### src/logic/m2c_defs.svh
// Bus shape and tracking-depth macros for the memory-bus to CSR adapter, included by RTL files.
`ifndef M2C_DEFS_SVH
`define M2C_DEFS_SVH

// one CSR data unit.
`define M2C_UNIT_WIDTH 32

// memory-bus beat, two units.
`define M2C_DATA_WIDTH 64
`define M2C_UNIT_COUNT 2

`define M2C_ADDR_WIDTH 16
`define M2C_ID_WIDTH 4

// length in units, 1 to 8, also used for response counters.
`define M2C_LENGTH_WIDTH 4

// outstanding non-posted requests.
`define M2C_TRACK_DEPTH 2

`endif

### src/logic/m2c_pkg.sv
// Shared command, response and tracking types for the adapter; referenced by scoped names.
`default_nettype none

`include "m2c_defs.svh"

package m2c_pkg;

  // memory-bus and CSR commands.
  typedef enum logic [1:0] {
    CMD_READ     = 2'b00,
    CMD_WRITE    = 2'b01,
    CMD_WRITE_NP = 2'b10
  } command_e;

  typedef enum logic {
    RESP      = 1'b0,
    RESP_DATA = 1'b1
  } response_e;

  // one entry per non-posted request.
  typedef struct packed {
    response_e                sresp;
    logic [`M2C_ID_WIDTH-1:0] sid;
    logic                     start_unit;
    logic                     ignore;
  } resp_info_t;

endpackage

`default_nettype wire

### src/logic/m2c_track_if.sv
// Response-tracking bundle between the splitter, the tracker FIFOs and the merger.
`timescale 1ns/100ps
`default_nettype none

`include "m2c_defs.svh"

interface m2c_track_if;
  logic                         info_push;
  m2c_pkg::resp_info_t          info_data;
  logic                         info_full;
  logic                         info_empty;
  m2c_pkg::resp_info_t          info_head;
  logic                         count_push;
  logic [`M2C_LENGTH_WIDTH-1:0] count_data;
  logic                         count_empty;
  logic [`M2C_LENGTH_WIDTH-1:0] count_head;
  logic                         pop;

  modport producer (
    output info_push, info_data, count_push, count_data,
    input  info_full
  );

  modport store (
    input  info_push, info_data, count_push, count_data, pop,
    output info_head, count_head, info_empty, info_full, count_empty
  );

  modport consumer (
    output pop,
    input  info_head, count_head, info_empty, count_empty
  );
endinterface

`default_nettype wire

### src/logic/m2c_fifo.sv
// Small synchronous FIFO with empty and full flags; the head is valid while not empty.
`timescale 1ns/100ps
`default_nettype none

module m2c_fifo #(
  parameter int WIDTH = 8,
  parameter int DEPTH = 2
)(
  input  var logic             i_clk,
  input  var logic             i_rst_n,
  input  var logic             i_push,
  input  var logic [WIDTH-1:0] i_data,
  input  var logic             i_pop,
  output var logic [WIDTH-1:0] o_data,
  output var logic             o_empty,
  output var logic             o_full
);
  localparam int PTR_WIDTH = (DEPTH > 1) ? $clog2(DEPTH) : 1;

  logic [WIDTH-1:0]     mem [DEPTH];
  logic [PTR_WIDTH-1:0] wr_ptr;
  logic [PTR_WIDTH-1:0] rd_ptr;
  logic [PTR_WIDTH:0]   count;
  logic                 push_en;
  logic                 pop_en;

  assign push_en = i_push && !o_full;
  assign pop_en  = i_pop && !o_empty;
  assign o_empty = count == '0;
  assign o_full  = count == (PTR_WIDTH + 1)'(DEPTH);
  assign o_data  = mem[rd_ptr];

  always_ff @(posedge i_clk, negedge i_rst_n) begin
    if (!i_rst_n) begin
      wr_ptr <= '0;
      rd_ptr <= '0;
      count  <= '0;
    end else begin
      if (push_en) begin
        wr_ptr <= (wr_ptr == PTR_WIDTH'(DEPTH - 1)) ? '0 : wr_ptr + PTR_WIDTH'(1);
      end
      if (pop_en) begin
        rd_ptr <= (rd_ptr == PTR_WIDTH'(DEPTH - 1)) ? '0 : rd_ptr + PTR_WIDTH'(1);
      end
      if (push_en && !pop_en) begin
        count <= count + (PTR_WIDTH + 1)'(1);
      end else if (pop_en && !push_en) begin
        count <= count - (PTR_WIDTH + 1)'(1);
      end
    end
  end

  always_ff @(posedge i_clk) begin
    if (push_en) begin
      mem[wr_ptr] <= i_data;
    end
  end
endmodule

`default_nettype wire

### src/logic/m2c_response_tracker.sv
// Holds response info and issued-command counts of outstanding non-posted requests.
`timescale 1ns/100ps
`default_nettype none

`include "m2c_defs.svh"

module m2c_response_tracker (
  input var logic       i_clk,
  input var logic       i_rst_n,
  m2c_track_if.store    track
);
  localparam int INFO_WIDTH = $bits(m2c_pkg::resp_info_t);

  logic [INFO_WIDTH-1:0] info_head;

  m2c_fifo #(
    .WIDTH (INFO_WIDTH       ),
    .DEPTH (`M2C_TRACK_DEPTH )
  ) u_info_fifo (
    .i_clk   (i_clk            ),
    .i_rst_n (i_rst_n          ),
    .i_push  (track.info_push  ),
    .i_data  (track.info_data  ),
    .i_pop   (track.pop        ),
    .o_data  (info_head        ),
    .o_empty (track.info_empty ),
    .o_full  (track.info_full  )
  );

  assign track.info_head = m2c_pkg::resp_info_t'(info_head);

  // never full on push, its entry trails the info entry.
  m2c_fifo #(
    .WIDTH (`M2C_LENGTH_WIDTH ),
    .DEPTH (`M2C_TRACK_DEPTH  )
  ) u_count_fifo (
    .i_clk   (i_clk             ),
    .i_rst_n (i_rst_n           ),
    .i_push  (track.count_push  ),
    .i_data  (track.count_data  ),
    .i_pop   (track.pop         ),
    .o_data  (track.count_head  ),
    .o_empty (track.count_empty ),
    .o_full  ()
  );
endmodule

`default_nettype wire

### src/logic/m2c_request_splitter.sv
// Splits memory-bus commands and write beats into one CSR command per 32-bit unit.
`timescale 1ns/100ps
`default_nettype none

`include "m2c_defs.svh"

module m2c_request_splitter (
  input  var logic                           i_clk,
  input  var logic                           i_rst_n,
  input  var logic                           i_force_np_write,
  input  var logic                           i_mcmd_valid,
  output var logic                           o_scmd_accept,
  input  var m2c_pkg::command_e              i_mcmd,
  input  var logic [`M2C_ID_WIDTH-1:0]       i_mid,
  input  var logic [`M2C_ADDR_WIDTH-1:0]     i_maddr,
  input  var logic [`M2C_LENGTH_WIDTH-1:0]   i_mlength,
  input  var logic                           i_mdata_valid,
  output var logic                           o_sdata_accept,
  input  var logic [`M2C_DATA_WIDTH-1:0]     i_mdata,
  input  var logic [`M2C_DATA_WIDTH/8-1:0]   i_mdata_byteen,
  output var logic                           o_csr_mcmd_valid,
  input  var logic                           i_csr_scmd_accept,
  output var m2c_pkg::command_e              o_csr_mcmd,
  output var logic [`M2C_ADDR_WIDTH-1:0]     o_csr_maddr,
  output var logic [`M2C_UNIT_WIDTH-1:0]     o_csr_mdata,
  output var logic [`M2C_UNIT_WIDTH/8-1:0]   o_csr_mdata_byteen,
  m2c_track_if.producer                      track
);
  localparam int AW         = `M2C_ADDR_WIDTH;
  localparam int LW         = `M2C_LENGTH_WIDTH;
  localparam int UNIT_BYTES = `M2C_UNIT_WIDTH / 8;
  localparam int UNIT_LSB   = $clog2(UNIT_BYTES);
  localparam int IDX_W      = $clog2(`M2C_UNIT_COUNT);

  logic             busy;
  logic [LW-1:0]    remain_q;
  logic [IDX_W-1:0] unit_q;
  logic [AW-1:0]    addr_q;
  logic [LW-1:0]    issued_q;
  logic [LW-1:0]    remain;
  logic [IDX_W-1:0] unit;
  logic [AW-1:0]    addr;
  logic             last_unit;
  logic             is_write;
  logic             skip;
  logic             non_posted;
  logic             req_valid;
  logic             step;
  m2c_pkg::resp_info_t info;

  // first unit comes straight from the command.
  always_comb begin
    if (busy) begin
      remain = remain_q;
      unit   = unit_q;
      addr   = addr_q;
    end else begin
      remain = i_mlength;
      unit   = i_maddr[UNIT_LSB+:IDX_W];
      addr   = {i_maddr[AW-1:UNIT_LSB], UNIT_LSB'(0)};
    end
  end

  always_comb begin
    last_unit          = remain == LW'(1);
    is_write           = i_mcmd != m2c_pkg::CMD_READ;
    o_csr_mdata        = i_mdata[`M2C_UNIT_WIDTH*unit+:`M2C_UNIT_WIDTH];
    o_csr_mdata_byteen = i_mdata_byteen[UNIT_BYTES*unit+:UNIT_BYTES];
    o_csr_maddr        = addr;
    skip               = is_write && (o_csr_mdata_byteen == '0);
    if (i_force_np_write && (i_mcmd == m2c_pkg::CMD_WRITE)) begin
      o_csr_mcmd = m2c_pkg::CMD_WRITE_NP;
    end else begin
      o_csr_mcmd = i_mcmd;
    end
    non_posted = o_csr_mcmd != m2c_pkg::CMD_WRITE;

    // a new non-posted request needs a free info entry.
    req_valid = i_mcmd_valid && (!is_write || i_mdata_valid) &&
                (!non_posted || busy || !track.info_full);
    o_csr_mcmd_valid = req_valid && !skip;
    step             = req_valid && (skip || i_csr_scmd_accept);
    o_scmd_accept    = step && last_unit;
    o_sdata_accept   = step && is_write &&
                       (last_unit || (unit == IDX_W'(`M2C_UNIT_COUNT - 1)));
  end

  always_comb begin
    info.sresp      = is_write ? m2c_pkg::RESP : m2c_pkg::RESP_DATA;
    info.sid        = i_mid;
    info.start_unit = i_maddr[UNIT_LSB];
    info.ignore     = i_force_np_write && (i_mcmd == m2c_pkg::CMD_WRITE);
    track.info_data  = info;
    track.info_push  = step && non_posted && !busy;
    track.count_push = step && non_posted && last_unit;
    track.count_data = issued_q + LW'(!skip);
  end

  always_ff @(posedge i_clk, negedge i_rst_n) begin
    if (!i_rst_n) begin
      busy     <= 1'b0;
      remain_q <= '0;
      unit_q   <= '0;
      addr_q   <= '0;
      issued_q <= '0;
    end else if (step) begin
      busy     <= !last_unit;
      remain_q <= remain - LW'(1);
      unit_q   <= unit + IDX_W'(1);
      addr_q   <= addr + AW'(UNIT_BYTES);
      issued_q <= last_unit ? '0 : track.count_data;
    end
  end
endmodule

`default_nettype wire

### src/logic/m2c_response_merger.sv
// Merges CSR responses into memory-bus responses, packing read units into 64-bit beats.
`timescale 1ns/100ps
`default_nettype none

`include "m2c_defs.svh"

module m2c_response_merger (
  input  var logic                         i_clk,
  input  var logic                         i_rst_n,
  input  var logic                         i_csr_sresp_valid,
  output var logic                         o_csr_mresp_accept,
  input  var logic [`M2C_UNIT_WIDTH-1:0]   i_csr_sdata,
  input  var logic                         i_csr_serror,
  output var logic                         o_sresp_valid,
  input  var logic                         i_mresp_accept,
  output var m2c_pkg::response_e           o_sresp,
  output var logic [`M2C_ID_WIDTH-1:0]     o_sid,
  output var logic [`M2C_DATA_WIDTH-1:0]   o_sdata,
  output var logic                         o_serror,
  output var logic                         o_sresp_last,
  m2c_track_if.consumer                    track
);
  localparam int LW    = `M2C_LENGTH_WIDTH;
  localparam int IDX_W = $clog2(`M2C_UNIT_COUNT);

  logic                       busy;
  logic [LW-1:0]              resp_cnt_q;
  logic [IDX_W-1:0]           unit_q;
  logic [`M2C_UNIT_WIDTH-1:0] data_q;
  logic                       error_q;
  logic [LW-1:0]              cnt_next;
  logic [IDX_W-1:0]           unit;
  logic                       last_resp;
  logic                       zero_write;
  logic                       send;
  logic                       resp_ack;
  m2c_pkg::resp_info_t        head;

  always_comb begin
    head     = track.info_head;
    cnt_next = (busy ? resp_cnt_q : '0) + LW'(1);
    unit     = busy ? unit_q : head.start_unit;

    // the count entry shows up once the request is fully issued.
    last_resp  = !track.count_empty && (track.count_head != '0) &&
                 (cnt_next == track.count_head);
    zero_write = !track.count_empty && (track.count_head == '0);
    if (head.sresp == m2c_pkg::RESP_DATA) begin
      send = last_resp || (unit == IDX_W'(`M2C_UNIT_COUNT - 1));
    end else begin
      send = last_resp;
    end
  end

  always_comb begin
    o_sresp_valid      = 1'b0;
    o_csr_mresp_accept = 1'b0;
    if (!track.info_empty) begin
      if (zero_write) begin
        o_sresp_valid = !head.ignore;
      end else if (head.ignore || !send) begin
        o_csr_mresp_accept = 1'b1;
      end else begin
        o_csr_mresp_accept = i_mresp_accept;
        o_sresp_valid      = i_csr_sresp_valid;
      end
    end
    resp_ack  = i_csr_sresp_valid && o_csr_mresp_accept;
    track.pop = (zero_write && (head.ignore || i_mresp_accept)) || (resp_ack && last_resp);
  end

  always_comb begin
    o_sresp      = head.sresp;
    o_sid        = head.sid;
    o_sresp_last = last_resp || zero_write;
    o_serror     = !zero_write && (error_q || i_csr_serror);
    o_sdata      = {i_csr_sdata, (unit == '0) ? i_csr_sdata : data_q};
  end

  always_ff @(posedge i_clk, negedge i_rst_n) begin
    if (!i_rst_n) begin
      busy       <= 1'b0;
      resp_cnt_q <= '0;
      unit_q     <= '0;
    end else begin
      if (track.pop) begin
        busy <= 1'b0;
      end else if (resp_ack) begin
        busy <= 1'b1;
      end
      if (resp_ack) begin
        resp_cnt_q <= cnt_next;
        unit_q     <= unit + IDX_W'(1);
      end
    end
  end

  // error collects over one beat, or over a whole write.
  always_ff @(posedge i_clk, negedge i_rst_n) begin
    if (!i_rst_n) begin
      error_q <= 1'b0;
    end else if (track.pop || (o_sresp_valid && i_mresp_accept)) begin
      error_q <= 1'b0;
    end else if (resp_ack) begin
      error_q <= error_q || i_csr_serror;
    end
  end

  always_ff @(posedge i_clk) begin
    if (resp_ack && (unit == '0)) begin
      data_q <= i_csr_sdata;
    end
  end
endmodule

`default_nettype wire

### src/logic/membus2csrbus_adapter.sv
// Top level of the memory-bus to CSR-bus adapter; instantiate with plain bus ports.
`timescale 1ns/100ps
`default_nettype none

`include "m2c_defs.svh"

module membus2csrbus_adapter (
  input  var logic                           i_clk,
  input  var logic                           i_rst_n,
  input  var logic                           i_force_np_write,
  input  var logic                           i_mcmd_valid,
  output var logic                           o_scmd_accept,
  input  var m2c_pkg::command_e              i_mcmd,
  input  var logic [`M2C_ID_WIDTH-1:0]       i_mid,
  input  var logic [`M2C_ADDR_WIDTH-1:0]     i_maddr,
  input  var logic [`M2C_LENGTH_WIDTH-1:0]   i_mlength,
  input  var logic                           i_mdata_valid,
  output var logic                           o_sdata_accept,
  input  var logic [`M2C_DATA_WIDTH-1:0]     i_mdata,
  input  var logic [`M2C_DATA_WIDTH/8-1:0]   i_mdata_byteen,
  output var logic                           o_sresp_valid,
  input  var logic                           i_mresp_accept,
  output var m2c_pkg::response_e             o_sresp,
  output var logic [`M2C_ID_WIDTH-1:0]       o_sid,
  output var logic [`M2C_DATA_WIDTH-1:0]     o_sdata,
  output var logic                           o_serror,
  output var logic                           o_sresp_last,
  output var logic                           o_csr_mcmd_valid,
  input  var logic                           i_csr_scmd_accept,
  output var m2c_pkg::command_e              o_csr_mcmd,
  output var logic [`M2C_ADDR_WIDTH-1:0]     o_csr_maddr,
  output var logic [`M2C_UNIT_WIDTH-1:0]     o_csr_mdata,
  output var logic [`M2C_UNIT_WIDTH/8-1:0]   o_csr_mdata_byteen,
  input  var logic                           i_csr_sresp_valid,
  output var logic                           o_csr_mresp_accept,
  input  var logic [`M2C_UNIT_WIDTH-1:0]     i_csr_sdata,
  input  var logic                           i_csr_serror
);
  m2c_track_if track ();

  m2c_request_splitter u_request_splitter (
    .i_clk              (i_clk              ),
    .i_rst_n            (i_rst_n            ),
    .i_force_np_write   (i_force_np_write   ),
    .i_mcmd_valid       (i_mcmd_valid       ),
    .o_scmd_accept      (o_scmd_accept      ),
    .i_mcmd             (i_mcmd             ),
    .i_mid              (i_mid              ),
    .i_maddr            (i_maddr            ),
    .i_mlength          (i_mlength          ),
    .i_mdata_valid      (i_mdata_valid      ),
    .o_sdata_accept     (o_sdata_accept     ),
    .i_mdata            (i_mdata            ),
    .i_mdata_byteen     (i_mdata_byteen     ),
    .o_csr_mcmd_valid   (o_csr_mcmd_valid   ),
    .i_csr_scmd_accept  (i_csr_scmd_accept  ),
    .o_csr_mcmd         (o_csr_mcmd         ),
    .o_csr_maddr        (o_csr_maddr        ),
    .o_csr_mdata        (o_csr_mdata        ),
    .o_csr_mdata_byteen (o_csr_mdata_byteen ),
    .track              (track.producer     )
  );

  m2c_response_tracker u_response_tracker (
    .i_clk   (i_clk       ),
    .i_rst_n (i_rst_n     ),
    .track   (track.store )
  );

  m2c_response_merger u_response_merger (
    .i_clk              (i_clk              ),
    .i_rst_n            (i_rst_n            ),
    .i_csr_sresp_valid  (i_csr_sresp_valid  ),
    .o_csr_mresp_accept (o_csr_mresp_accept ),
    .i_csr_sdata        (i_csr_sdata        ),
    .i_csr_serror       (i_csr_serror       ),
    .o_sresp_valid      (o_sresp_valid      ),
    .i_mresp_accept     (i_mresp_accept     ),
    .o_sresp            (o_sresp            ),
    .o_sid              (o_sid              ),
    .o_sdata            (o_sdata            ),
    .o_serror           (o_serror           ),
    .o_sresp_last       (o_sresp_last       ),
    .track              (track.consumer     )
  );
endmodule

`default_nettype wire

### config.mk
export PLATFORM = sky130hd
export DESIGN_NAME = membus2csrbus_adapter
export DESIGN_NICKNAME = d
export VERILOG_FILES = /design/src/logic/m2c_pkg.sv /design/src/logic/m2c_track_if.sv /design/src/logic/m2c_fifo.sv /design/src/logic/m2c_response_tracker.sv /design/src/logic/m2c_request_splitter.sv /design/src/logic/m2c_response_merger.sv /design/src/logic/membus2csrbus_adapter.sv
export VERILOG_INCLUDE_DIRS = /design/src /design/src/logic
export SDC_FILE = /design/constraint.sdc
export NUM_CORES = 1
export LEC_CHECK = 0
export BUFFER_PORTS_ARGS = -buffer_cell sky130_fd_sc_hd__clkbuf_2
export CAP_MARGIN = 20
export CORE_MARGIN = 2
export CORE_UTILIZATION = 30
export DETAILED_ROUTE_END_ITERATION = 10
export PLACE_DENSITY = 0.6
export SLEW_MARGIN = 20
export SYNTH_ARGS = -nofsm -noshare
export SYNTH_HDL_FRONTEND = slang
export SYNTH_SLANG_ARGS = --single-unit
### constraint.sdc
create_clock -name i_clk -period 7.9 [get_ports i_clk]
set_input_delay 1.185 -clock i_clk [delete_from_list [all_inputs] [get_ports i_clk]]
set_output_delay 1.185 -clock i_clk [all_outputs]
set_load 0.05 [all_outputs]
==> results of run 1 <==
==> cells in the mapped netlist (all sizes together) (2+ instances only) <==
master | n | area, um^2
dfrtp | 41 | 1030
edfxtp | 54 | 1620
a211oi | 3 | 22.5
nor3 | 7 | 45.0
xor2 | 14 | 123
buf | 36 | 269
clkbuf | 16 | 60.1
o21bai | 2 | 26.3
nand3 | 9 | 45.0
nor3b | 3 | 33.8
a21o | 3 | 22.5
a211o | 2 | 17.5
mux2 | 85 | 961
nand2 | 42 | 158
o22ai | 2 | 12.5
a21oi | 6 | 30.0
o21ai | 27 | 135
nand3b | 2 | 15.0
nand2b | 3 | 18.8
nor2b | 7 | 43.8
xnor2 | 14 | 123
mux2i | 15 | 150
and3 | 2 | 12.5
nor2 | 18 | 67.6
o21a | 3 | 22.5
and2 | 6 | 37.5
inv | 15 | 56.3
ha | 8 | 100
nor4 | 3 | 18.8
==> cells by family after synthesis <==
family,after synthesis,share of synthesized area (%)
mux,100,20.6
fa+ha+maj,8,1.85
compound gates,58,7.27
buf+inv,67,7.13
flops,95,49.0
simple gates,103,9.28
xor+xnor,29,4.95
==> critical path, delay by kind of cell <==
family,cells,cell delay [ps]
AOI/OAI and AO/OA,2,430
muxes,2,650
buffers and inverters,2,470
and+or+nand+nor,2,520
==> layer usage <==
| metal | GRT usage (%) | vias up | share of wire [%] |
|---|---|---|---|
| li1 | - | 2079 | - |
| met1 | 18.1 | 1888 | 47 |
| met2 | 21.7 | 196 | 44 |
| met3 | 3.64 | 16 | 7.2 |
| met4 | 4.56 | 0 | 1.2 |
| met5 | 0 | - | 0 |
==> power groups by stage <==
stage | clock (mW) | combinational, mW | sequential [mW]
3_3_place_gp | 0 | 1.61 | 0.773
2_1_floorplan | 0 | 1.32 | 0.734
6_report | 0.452 | 1.62 | 0.764
5_1_grt | 0.489 | 1.73 | 0.782
3_5_place_dp | 0 | 1.62 | 0.774
4_1_cts | 0.470 | 1.62 | 0.766
==> flip-flops by register name, indices dropped and copies added (netlist names) <==
register	flops
u_response_merger.unit_q	1
u_response_tracker.u_info_fifo.wr_ptr	1
u_response_tracker.u_count_fifo.mem	8
u_response_tracker.u_info_fifo.count	2
u_response_tracker.u_info_fifo.mem	14
u_response_tracker.u_count_fifo.rd_ptr	1
u_request_splitter.issued_q	4
u_response_merger.busy	1
u_response_tracker.u_count_fifo.count	2
u_request_splitter.addr_q	16
u_response_merger.error_q	1
u_response_tracker.u_info_fifo.rd_ptr	1
u_response_merger.data_q	32
u_response_merger.resp_cnt_q	4
u_response_tracker.u_count_fifo.wr_ptr	1
u_request_splitter.remain_q	4
u_request_splitter.busy	1
u_request_splitter.unit_q	1
==> layout make-up <==
type / instances / area (um^2)
clock buffers: 9 / 225
clock inverters: 7 / 86.3
fillers: 1756 / 10700
inverters: 15 / 56.3
multi-input cells: 298 / 2410
flip-flops and latches: 95 / 2650
well taps: 229 / 287
repair buffers: 273 / 1400
==> path summary, 6_finish.rpt <==
| check | startpoint | endpoint | slack (ps) |
|---|---|---|---|
| hold reg to reg | u_request_splitter.addr_q[0] | u_request_splitter.addr_q[0] | 480 |
| setup reg to reg | u_request_splitter.busy | u_response_tracker.u_count_fifo.mem[0][3] | 4270 |
| hold / removal | u_request_splitter.addr_q[0] | u_request_splitter.addr_q[0] | 480 |
| min in group asynchronous | i_rst_n | u_request_splitter.addr_q[10] | 890 |
| setup / recovery | i_maddr[2] | o_sdata_accept | 3460 |
| max in group asynchronous | i_rst_n | u_response_tracker.u_count_fifo.count[0] | 6610 |
==> metrics by stage <==
| stage | setup WS (ps) | area, um^2 | total power, mW |
|---|---|---|---|
| after floorplan | 2810 | 5410 | 2.05 |
| after global placement | 3440 | 6780 | 2.38 |
| after detailed placement | 3430 | 6780 | 2.39 |
| after CTS | 3420 | 7090 | 2.86 |
| after global routing | 3250 | 7120 | 3.00 |
| final | 3460 | 7120 | 2.84 |
==> cell usage in the layout, fill, tap and decap left out, types with 2 or more instances in the layout <==
master	instances
nand3b_1	2
nand3_1	9
inv_8	2
xor2_1	14
nand2_1	42
xnor2_1	14
ha_1	8
o22ai_1	2
dfrtp_1	41
nor2b_1	7
buf_4	6
nor4_1	3
nor2_1	18
clkbuf_2	266
mux2_2	84
nand2b_1	3
a211o_1	2
a211oi_1	2
o21ai_1	2
nor3_1	5
mux2i_1	14
nor3_2	2
and3_1	2
inv_6	2
edfxtp_1	54
a21o_1	3
o21a_1	3
o21ai_0	25
inv_1	15
nor3b_1	2
a21oi_1	5
and2_1	6
clkbuf_16	9
==> flow_summary.json, run 1 <==
{
  "run_status": "completed",
  "skew_ps": 10.1,
  "max_slew_margin_pct": 54.0,
  "rsz0062_at_grt": "false",
  "syn2layout_area_growth_pct": 31.6,
  "grt_pass1_vias": 4034,
  "end_kind": "output port",
  "clk_pin_slew_ps": 70,
  "syn_area_um2": 5410,
  "start_util_pct": 30.3,
  "ff2ff_path_depth": 9,
  "io_pins": 269,
  "dr.pass1.iters": 4,
  "sw_frac_of_total_pct": 49.4,
  "min_period_ps": 4440,
  "grt_first_pass_wirelength_um": 21000,
  "dieWidth_um": 138,
  "initialDrtViolationCount": 141,
  "clock_sinks": 95,
  "clk_latency_ps": 350,
  "p_comb_share_pct": 57.2,
  "internal-power_mw": 1.44,
  "max_stage_delay_ps": 390,
  "fp-row-count": 49,
  "cts_tree": "built",
  "htreeDepth": 3,
  "final_nets": 839,
  "path_cells": "clkbuf_2 -> mux2i_4 -> mux2_2 -> nor3_2 -> nor3b_4 -> o21bai_4 -> a211oi_1 -> clkbuf_2",
  "gp_congestion": 0.844,
  "async_reset_ff_share_pct": 43.2,
  "hold_viol": 0,
  "tightest_slew_ps": 686,
  "antenna_found_initial": 0,
  "post-route-util_pct": 39.9,
  "setup-tns-final_ps": 0,
  "dp.final_hpwl_um": 10500,
  "antenna_cells": 0,
  "synth_edf_count": 54,
  "postCtsSetupBuffers": 0,
  "vdd_ir_drop_max_uv": 202,
  "die_h_um": 138,
  "critical_path.slowest_cell": "mux2_2",
  "post-place-cells": 909,
  "hold_class": "flip-flop to flip-flop",
  "final-setup-viol-count": 0,
  "synthDistinctLibCells": 48,
  "cts_made_buffers": 9,
  "min_path_cells": 1,
  "syn_area_per_cell_um2": 11.8,
  "syn_nets": 607,
  "grt_start_max_net_pins": 42,
  "slew_viol_final": 0,
  "worstSetupStartpointType": "input port",
  "power_leakage_nw": 3.37,
  "fin_cells": 926,
  "route.detailed.drc": 0,
  "route.final.wire_length_um": 13200,
  "ctsHoldBuffers": 0,
  "worst_ep_required_time_ps": 6710,
  "clockBufferDepth": 2,
  "vias": 4179,
  "finalCritPeriodShare_pct": 56.2,
  "p_seq_share_pct": 26.9,
  "worstPathArrival_ps": 3260,
  "io_buffer_count": 266,
  "path_class": "input port to output port",
  "p_per_area_nw_per_um2": 399,
  "wl_per_cell_um": 14.3,
  "viasPerCell": 4.51,
  "synth_cells": 460,
  "globalRouteOverflowTotal": 0,
  "yosysWarnings": 0,
  "synth_seq_cells": 95,
  "synth-main-ff-cell": "edfxtp_1",
  "ctsResizeCount": 0,
  "p_sw_mw": 1.40,
  "design.core.area_um2": 17800,
  "clkPwrFrac_pct": 15.9,
  "drive_gt1_share_pct": 54.8,
  "die_area_um2": 19100,
  "worstPathMaxFanout": 16,
  "grtUsageTotal_pct": 13.6,
  "hold_slack_ps": 484,
  "fmax_mhz": 225,
  "ant_nets": 0,
  "synth_seq_area_share_pct": 49.0,
  "worst_path_most_repeated_cell": "clkbuf_2",
  "cts_root_buf": "clkbuf_16",
  "maxCapViolations": 0
}
No activity file was read; power rests on OpenSTA's default activity.
==> run 2: changes to the inputs <==
ABC_AREA = 1   (was unset)
clock period = 4.2 ns   (was 7.9 ns; I/O delays follow)
==> run 2 against run 1 <==
Against the previous run: power is 120% higher; clock power rose by 82%; critical path depth increased by 6; core utilization down 0.24 points; register-to-register slack lost 3300 ps; highest routed layer unchanged; clock skew up 1.5 ps; sequential cell count stayed put.
==> flow_summary.json, run 2 <==
{
  "route.final.wire_length_um": 15000,
  "rsz0062_at_grt": "false",
  "hold_viol": 0,
  "muxShareOfSynthArea_pct": 0.370,
  "postCtsSetupBuffers": 0,
  "grt_first_pass_wirelength_um": 24000,
  "synth_top_family_by_area": "simple AND/OR/NAND/NOR gates",
  "worstSetupStartpointType": "flip-flop",
  "clk_pin_slew_ps": 80,
  "end_kind": "output port",
  "fp-row-count": 49,
  "final-setup-viol-count": 0,
  "synthDistinctLibCells": 34,
  "clock_sinks": 95,
  "synthTopCellsByCount": "332 x nand2_1, 54 x edfxtp_1, 54 x inv_1, 41 x dfrtp_1, 36 x nor2_1",
  "skew_ps": 11.6,
  "io_buffer_count": 266,
  "regArea_um2": 2650,
  "clockBufferDepth": 2,
  "vias": 4964,
  "syn_nets": 845,
  "dieWidth_um": 138,
  "path_class": "flip-flop to output port",
  "power_leakage_nw": 3.90,
  "num-fill-cells": 1893,
  "finalInstanceArea_um2": 7070,
  "finalCritPeriodShare_pct": 86.9,
  "die_area_um2": 19100,
  "slew_viol_final": 0,
  "die_h_um": 138,
  "worstPathMaxFanout": 37,
  "grtUsageTotal_pct": 15.8,
  "setup-tns-final_ps": 0,
  "grt_pass1_vias": 4833,
  "initialDrtViolationCount": 282,
  "worstPathArrival_ps": 3020,
  "cts_made_buffers": 9,
  "synth.area.top_cells": "edfxtp_1 30%, nand2_1 23%, dfrtp_1 19%",
  "io_pins": 269,
  "final_cell_mix": "332 x nand2_1, 264 x clkbuf_2, 54 x inv_1, 54 x edfxtp_1, 41 x dfrtp_1",
  "largestRegisters": "u_response_merger.data_q (32), u_request_splitter.addr_q (16), u_response_tracker.u_info_fifo.mem (14)",
  "cts_root_buf": "clkbuf_16",
  "p_per_area_nw_per_um2": 900,
  "final_common_cell": "nand2_1",
  "wl_per_cell_um": 12.9,
  "max_stage_delay_ps": 410,
  "gp_congestion": 0.801,
  "dr.pass1.iters": 4,
  "antenna_found_initial": 1,
  "viasPerCell": 4.27,
  "synthSimpleGateAreaFrac_pct": 29.6,
  "ctsHoldBuffers": 0,
  "run_status": "completed",
  "async_reset_ff_share_pct": 43.2,
  "min_period_ps": 3650,
  "grt_start_max_net_pins": 42,
  "synth_top_cell_by_area": "edfxtp_1",
  "dp.final_hpwl_um": 12100,
  "r2r_start": "u_request_splitter.busy",
  "ant_nets": 0,
  "synth_edf_count": 54,
  "synth_seq_cells": 95,
  "maxCapViolations": 0,
  "syn2layout_area_growth_pct": 30.7,
  "synth_top_area_share_pct": 30.0,
  "yosysMostFrequentCell": "nand2_1",
  "syn_area_per_cell_um2": 7.75,
  "tightest_slew_ps": 949,
  "drive_gt1_share_pct": 32.4,
  "synth_seq_area_share_pct": 48.9,
  "cts_tree": "built",
  "path_buf_inv": 4,
  "largest_reg_flops": 32,
  "final_nets": 1074,
  "max_slew_margin_pct": 36.6,
  "syn_area_um2": 5410,
  "synth-main-ff-cell": "edfxtp_1",
  "critical_path.slowest_cell": "dfrtp_1",
  "clk_latency_ps": 350,
  "synth_fa_ha_area_share_pct": 1.85,
  "globalRouteOverflowTotal": 0,
  "multiInputGateArea_um2": 2210,
  "cpLargestDelayFamily": "simple AND/OR/NAND/NOR gates",
  "fmax_mhz": 274,
  "cp-startpoint": "u_request_splitter.busy",
  "design.core.area_um2": 17800,
  "htreeDepth": 3,
  "placed_area_um2": 6770,
  "yosysWarnings": 0,
  "start_util_pct": 30.3,
  "vdd_ir_drop_max_uv": 407,
  "top_register": "u_response_merger.data_q",
  "route.detailed.drc": 0,
  "ctsResizeCount": 0,
  "synthXorXnorAreaFrac_pct": 2.91,
  "synth_compound_area_share_pct": 6.01,
  "hold_class": "input port to asynchronous set/reset pin",
  "worst_ep_required_time_ps": 3570,
  "path_cells": "inv_1 -> nand2_1 -> nand2_4 -> inv_4 -> nand2_1 -> nand2_1 -> nor2_1 -> nand3_2 -> a21oi_4 -> inv_4 -> nor2_4 -> nor2_1 -> nor2_1 -> buf_12",
  "synth_cells": 698
}
## run 2: changes by cell type in the layout (fill, tap and decap cells not counted), moves of 5 or more
cell | previous run | this run
nand2_1 | 42 | 332
mux2_2 | 84 | 0
inv_1 | 15 | 54
nor2_1 | 18 | 35
mux2i_1 | 14 | 2
nand3_1 | 9 | 21
o21ai_1 | 2 | 14
xnor2_1 | 14 | 6
nor2b_1 | 7 | 0
a21oi_1 | 5 | 10
and2_1 | 6 | 1
## run 2: layer usage
layer / up-vias / routed length, um / GRT usage, % / share of wire [%]
met5: - / 0 / 0 / 0
met4: 0 / 600 / 7.84 / 4.0
met3: 26 / 1120 / 4.09 / 7.5
met2: 230 / 6820 / 26.5 / 46
met1: 2085 / 6420 / 18.8 / 43
li1: 2623 / - / - / -
## run 2: layout make-up
type / count / area share, %
Sequential cell: 95 / 37.4
Timing Repair Buffer: 272 / 19.9
Clock buffer: 10 / 3.54
Tap cell: 229 / 4.05
Inverter: 56 / 3.04
Clock inverter: 6 / 0.778
Multi-Input combinational cell: 493 / 31.2
Antenna cell: 1 / 0.0354
## run 2: path summary, 6_finish.rpt
kind | endpoint | slack (ps) | cells past startpoint
max | o_sdata_accept | 550 | 14
max in group asynchronous | u_response_merger.resp_cnt_q[0] | 3450 | 2
min | u_request_splitter.addr_q[14] | 340 | 2
min in group i_clk | u_response_tracker.u_info_fifo.mem[0][3] | 480 | 1
max reg2reg | u_response_tracker.u_info_fifo.mem[0][4] | 1010 | 12
min reg2reg | u_request_splitter.addr_q[3] | 500 | 2
## run 2: per-stage QoR
stage / power [mW] / util, % / std cells / setup WS, ps / hold slack, ps
floorplan: 4.63 / - / 698 / 573 / 334
global placement: 5.58 / 37.9 / 1145 / 633 / 461
detailed placement: 5.60 / 37.9 / 1145 / 578 / 471
CTS: 6.45 / 39.6 / 1161 / 491 / 360
global route: 6.82 / 39.6 / 1162 / 244 / 401
finish: 6.37 / 39.6 / 1162 / 552 / 339
## run 2: kinds of logic (layout without fill, tap and decap cells)
family | after synthesis | count (layout)
flip-flops | 95 | 95
XOR/XNOR | 18 | 18
buffers and inverters | 110 | 344
multiplexers | 2 | 2
AND/OR/NAND/NOR | 406 | 406
other | 0 | 1
AO/OA/AOI/OAI | 59 | 59
adder cells (fa/ha/maj) | 8 | 8
## run 2: power by group
group          switching (mW)  total (mW)  internal (mW)  leakage [nW]
combinational            3.22        4.12          0.897          2.74
sequential              0.136        1.42           1.29          1.00
clock                   0.371       0.823          0.451         0.153
total                    3.73        6.37           2.64          3.90
==> run 3: changes to the inputs <==
CORE_UTILIZATION = 35   (was 30)
PLACE_DENSITY = 0.68   (was 0.6)
==> run 3 against run 2 <==
Against the previous run: non-clock buffer count decreased by 1; critical path depth decreased by 1; register-to-register slack improved by 80 ps; sequential share of layout area increased by 0.35 points; sequential power about the same; largest cell class unchanged; largest power group unchanged; highest routed layer unchanged.
==> flow_summary.json, run 3 (synthesis gave the netlist of run 2 again) <==
{
  "skew_ps": 8.62,
  "initialDrtViolationCount": 293,
  "cts_tree": "built",
  "grt_first_pass_wirelength_um": 22900,
  "finalCritPeriodShare_pct": 84.2,
  "reg2reg_setup_slack_ps": 1090,
  "finalPower_mw": 6.37,
  "worst_ep_required_time_ps": 3570,
  "run_status": "completed",
  "postCtsSetupBuffers": 0,
  "cp-startpoint": "u_request_splitter.busy",
  "final_common_cell": "nand2_1",
  "r2r_start": "u_request_splitter.busy",
  "clockBufferDepth": 2,
  "grt_start_max_net_pins": 42,
  "path_class": "flip-flop to output port",
  "place_ws_ps": 708,
  "design.core.area_um2": 15100,
  "wl_per_cell_um": 13.1,
  "cts_root_buf": "clkbuf_16",
  "fin_ws_ps": 663,
  "dieWidth_um": 128,
  "maxCapViolations": 0,
  "ctsHoldBuffers": 0,
  "finalInstanceArea_um2": 7010,
  "tightest_slew_ps": 929,
  "largestRegisters": "u_response_merger.data_q (32), u_request_splitter.addr_q (16), u_response_tracker.u_info_fifo.mem (14)",
  "slew_viol_final": 0,
  "viasPerCell": 4.52,
  "dp.final_hpwl_um": 11900,
  "fmax_mhz": 283,
  "dr.pass1.iters": 4,
  "max_slew_margin_pct": 38.1,
  "io_pins": 269,
  "gp_congestion": 0.843,
  "ant_nets": 0,
  "hold_class": "input port to asynchronous set/reset pin",
  "syn2layout_area_growth_pct": 29.5,
  "globalRouteOverflowTotal": 0,
  "end_kind": "output port",
  "post-route-util_pct": 46.3,
  "ff2ff_path_depth": 11,
  "htreeDepth": 3,
  "timing.rr.end": "u_response_tracker.u_info_fifo.mem[0][0]",
  "final-setup-viol-count": 0,
  "die_area_um2": 16500,
  "p_per_area_nw_per_um2": 910,
  "grtUsageTotal_pct": 17.7,
  "largest_reg_flops": 32,
  "antenna_found_initial": 0,
  "ctsResizeCount": 0,
  "antenna_cells": 0,
  "clock_sinks": 95,
  "worstSetupStartpointType": "flip-flop",
  "path_cells": "inv_1 -> nand2_1 -> nand2_4 -> inv_4 -> or2_1 -> o21ai_2 -> nand3_2 -> a21oi_4 -> inv_4 -> nor2_4 -> nor2_1 -> nor2_1 -> buf_12",
  "worstPathMaxFanout": 37,
  "vdd_ir_drop_max_uv": 629,
  "top_register": "u_response_merger.data_q",
  "cts_made_buffers": 9,
  "worstPathArrival_ps": 2910,
  "final_cell_mix": "332 x nand2_1, 263 x clkbuf_2, 54 x inv_1, 54 x edfxtp_1, 41 x dfrtp_1",
  "die_h_um": 128,
  "route.detailed.drc": 0,
  "power_leakage_nw": 3.89,
  "rsz0062_at_grt": "false",
  "drive_gt1_share_pct": 32.1,
  "critical_path.slowest_cell": "dfrtp_1",
  "start_util_pct": 35.7,
  "placed_area_um2": 6710,
  "clk_latency_ps": 330,
  "num-fill-cells": 1531,
  "setup-tns-final_ps": 0,
  "endpoint": "o_sdata_accept",
  "min_period_ps": 3540,
  "final_nets": 1073,
  "io_buffer_count": 266,
  "fp-row-count": 45,
  "clk_pin_slew_ps": 70,
  "grt_pass1_vias": 4514,
  "route.final.wire_length_um": 14700,
  "max_stage_delay_ps": 410,
  "vias": 5062,
  "hold_viol": 0
}
-- run 3: report_power, final --
group	total, mW	switching (mW)	leakage [nW]	internal, mW
clock network	0.818	0.324	0.150	0.494
logic	4.13	3.23	2.74	0.896
registers	1.43	0.139	1.00	1.29
total	6.37	3.69	3.89	2.68
-- run 3: metrics by stage --
step	std cells	hold slack, ps
after floorplan	698	334
after global placement	1103	465
after detailed placement	1103	469
after CTS	1119	481
after global routing	1119	484
final	1119	433
-- run 3: final cells by class --
| type | instances | area (um^2) | area share, % |
|---|---|---|---|
| tap | 188 | 235 | 3.36 |
| clock buffer | 13 | 260 | 3.71 |
| timing repair buffer | 271 | 1400 | 20.0 |
| sequential | 95 | 2650 | 37.8 |
| inverter | 56 | 215 | 3.07 |
| multi-input combinational | 493 | 2210 | 31.5 |
| clock inverter | 3 | 41.3 | 0.589 |
-- run 3: critical path, delay by kind of cell (launching register included) --
kind / cells / cell delay [ps]
compound gates: 2 / 280
simple gates: 7 / 1240
flops: 1 / 410
buf+inv: 4 / 620
-- run 3: routing by layer --
| layer | wire, um | vias up | part of all wire, % | global-route usage [%] |
|---|---|---|---|---|
| li1 | - | 2625 | - | - |
| met1 | 6210 | 2215 | 42 | 22.5 |
| met2 | 7200 | 209 | 49 | 30.9 |
| met3 | 920 | 13 | 6.3 | 2.74 |
| met4 | 346 | 0 | 2.4 | 6.08 |
| met5 | 0 | - | 0 | 0 |
-- run 3: how the worst min path moves through the flow --
stage / end / slack, ps
after floorplan: u_request_splitter.addr_q[0] / 330
after global placement: u_request_splitter.addr_q[3] / 460
after detailed placement: u_request_splitter.addr_q[3] / 470
after CTS: u_response_tracker.u_info_fifo.mem[1][5] / 480
after global routing: u_response_tracker.u_info_fifo.mem[1][3] / 480
final: u_request_splitter.addr_q[7] / 430
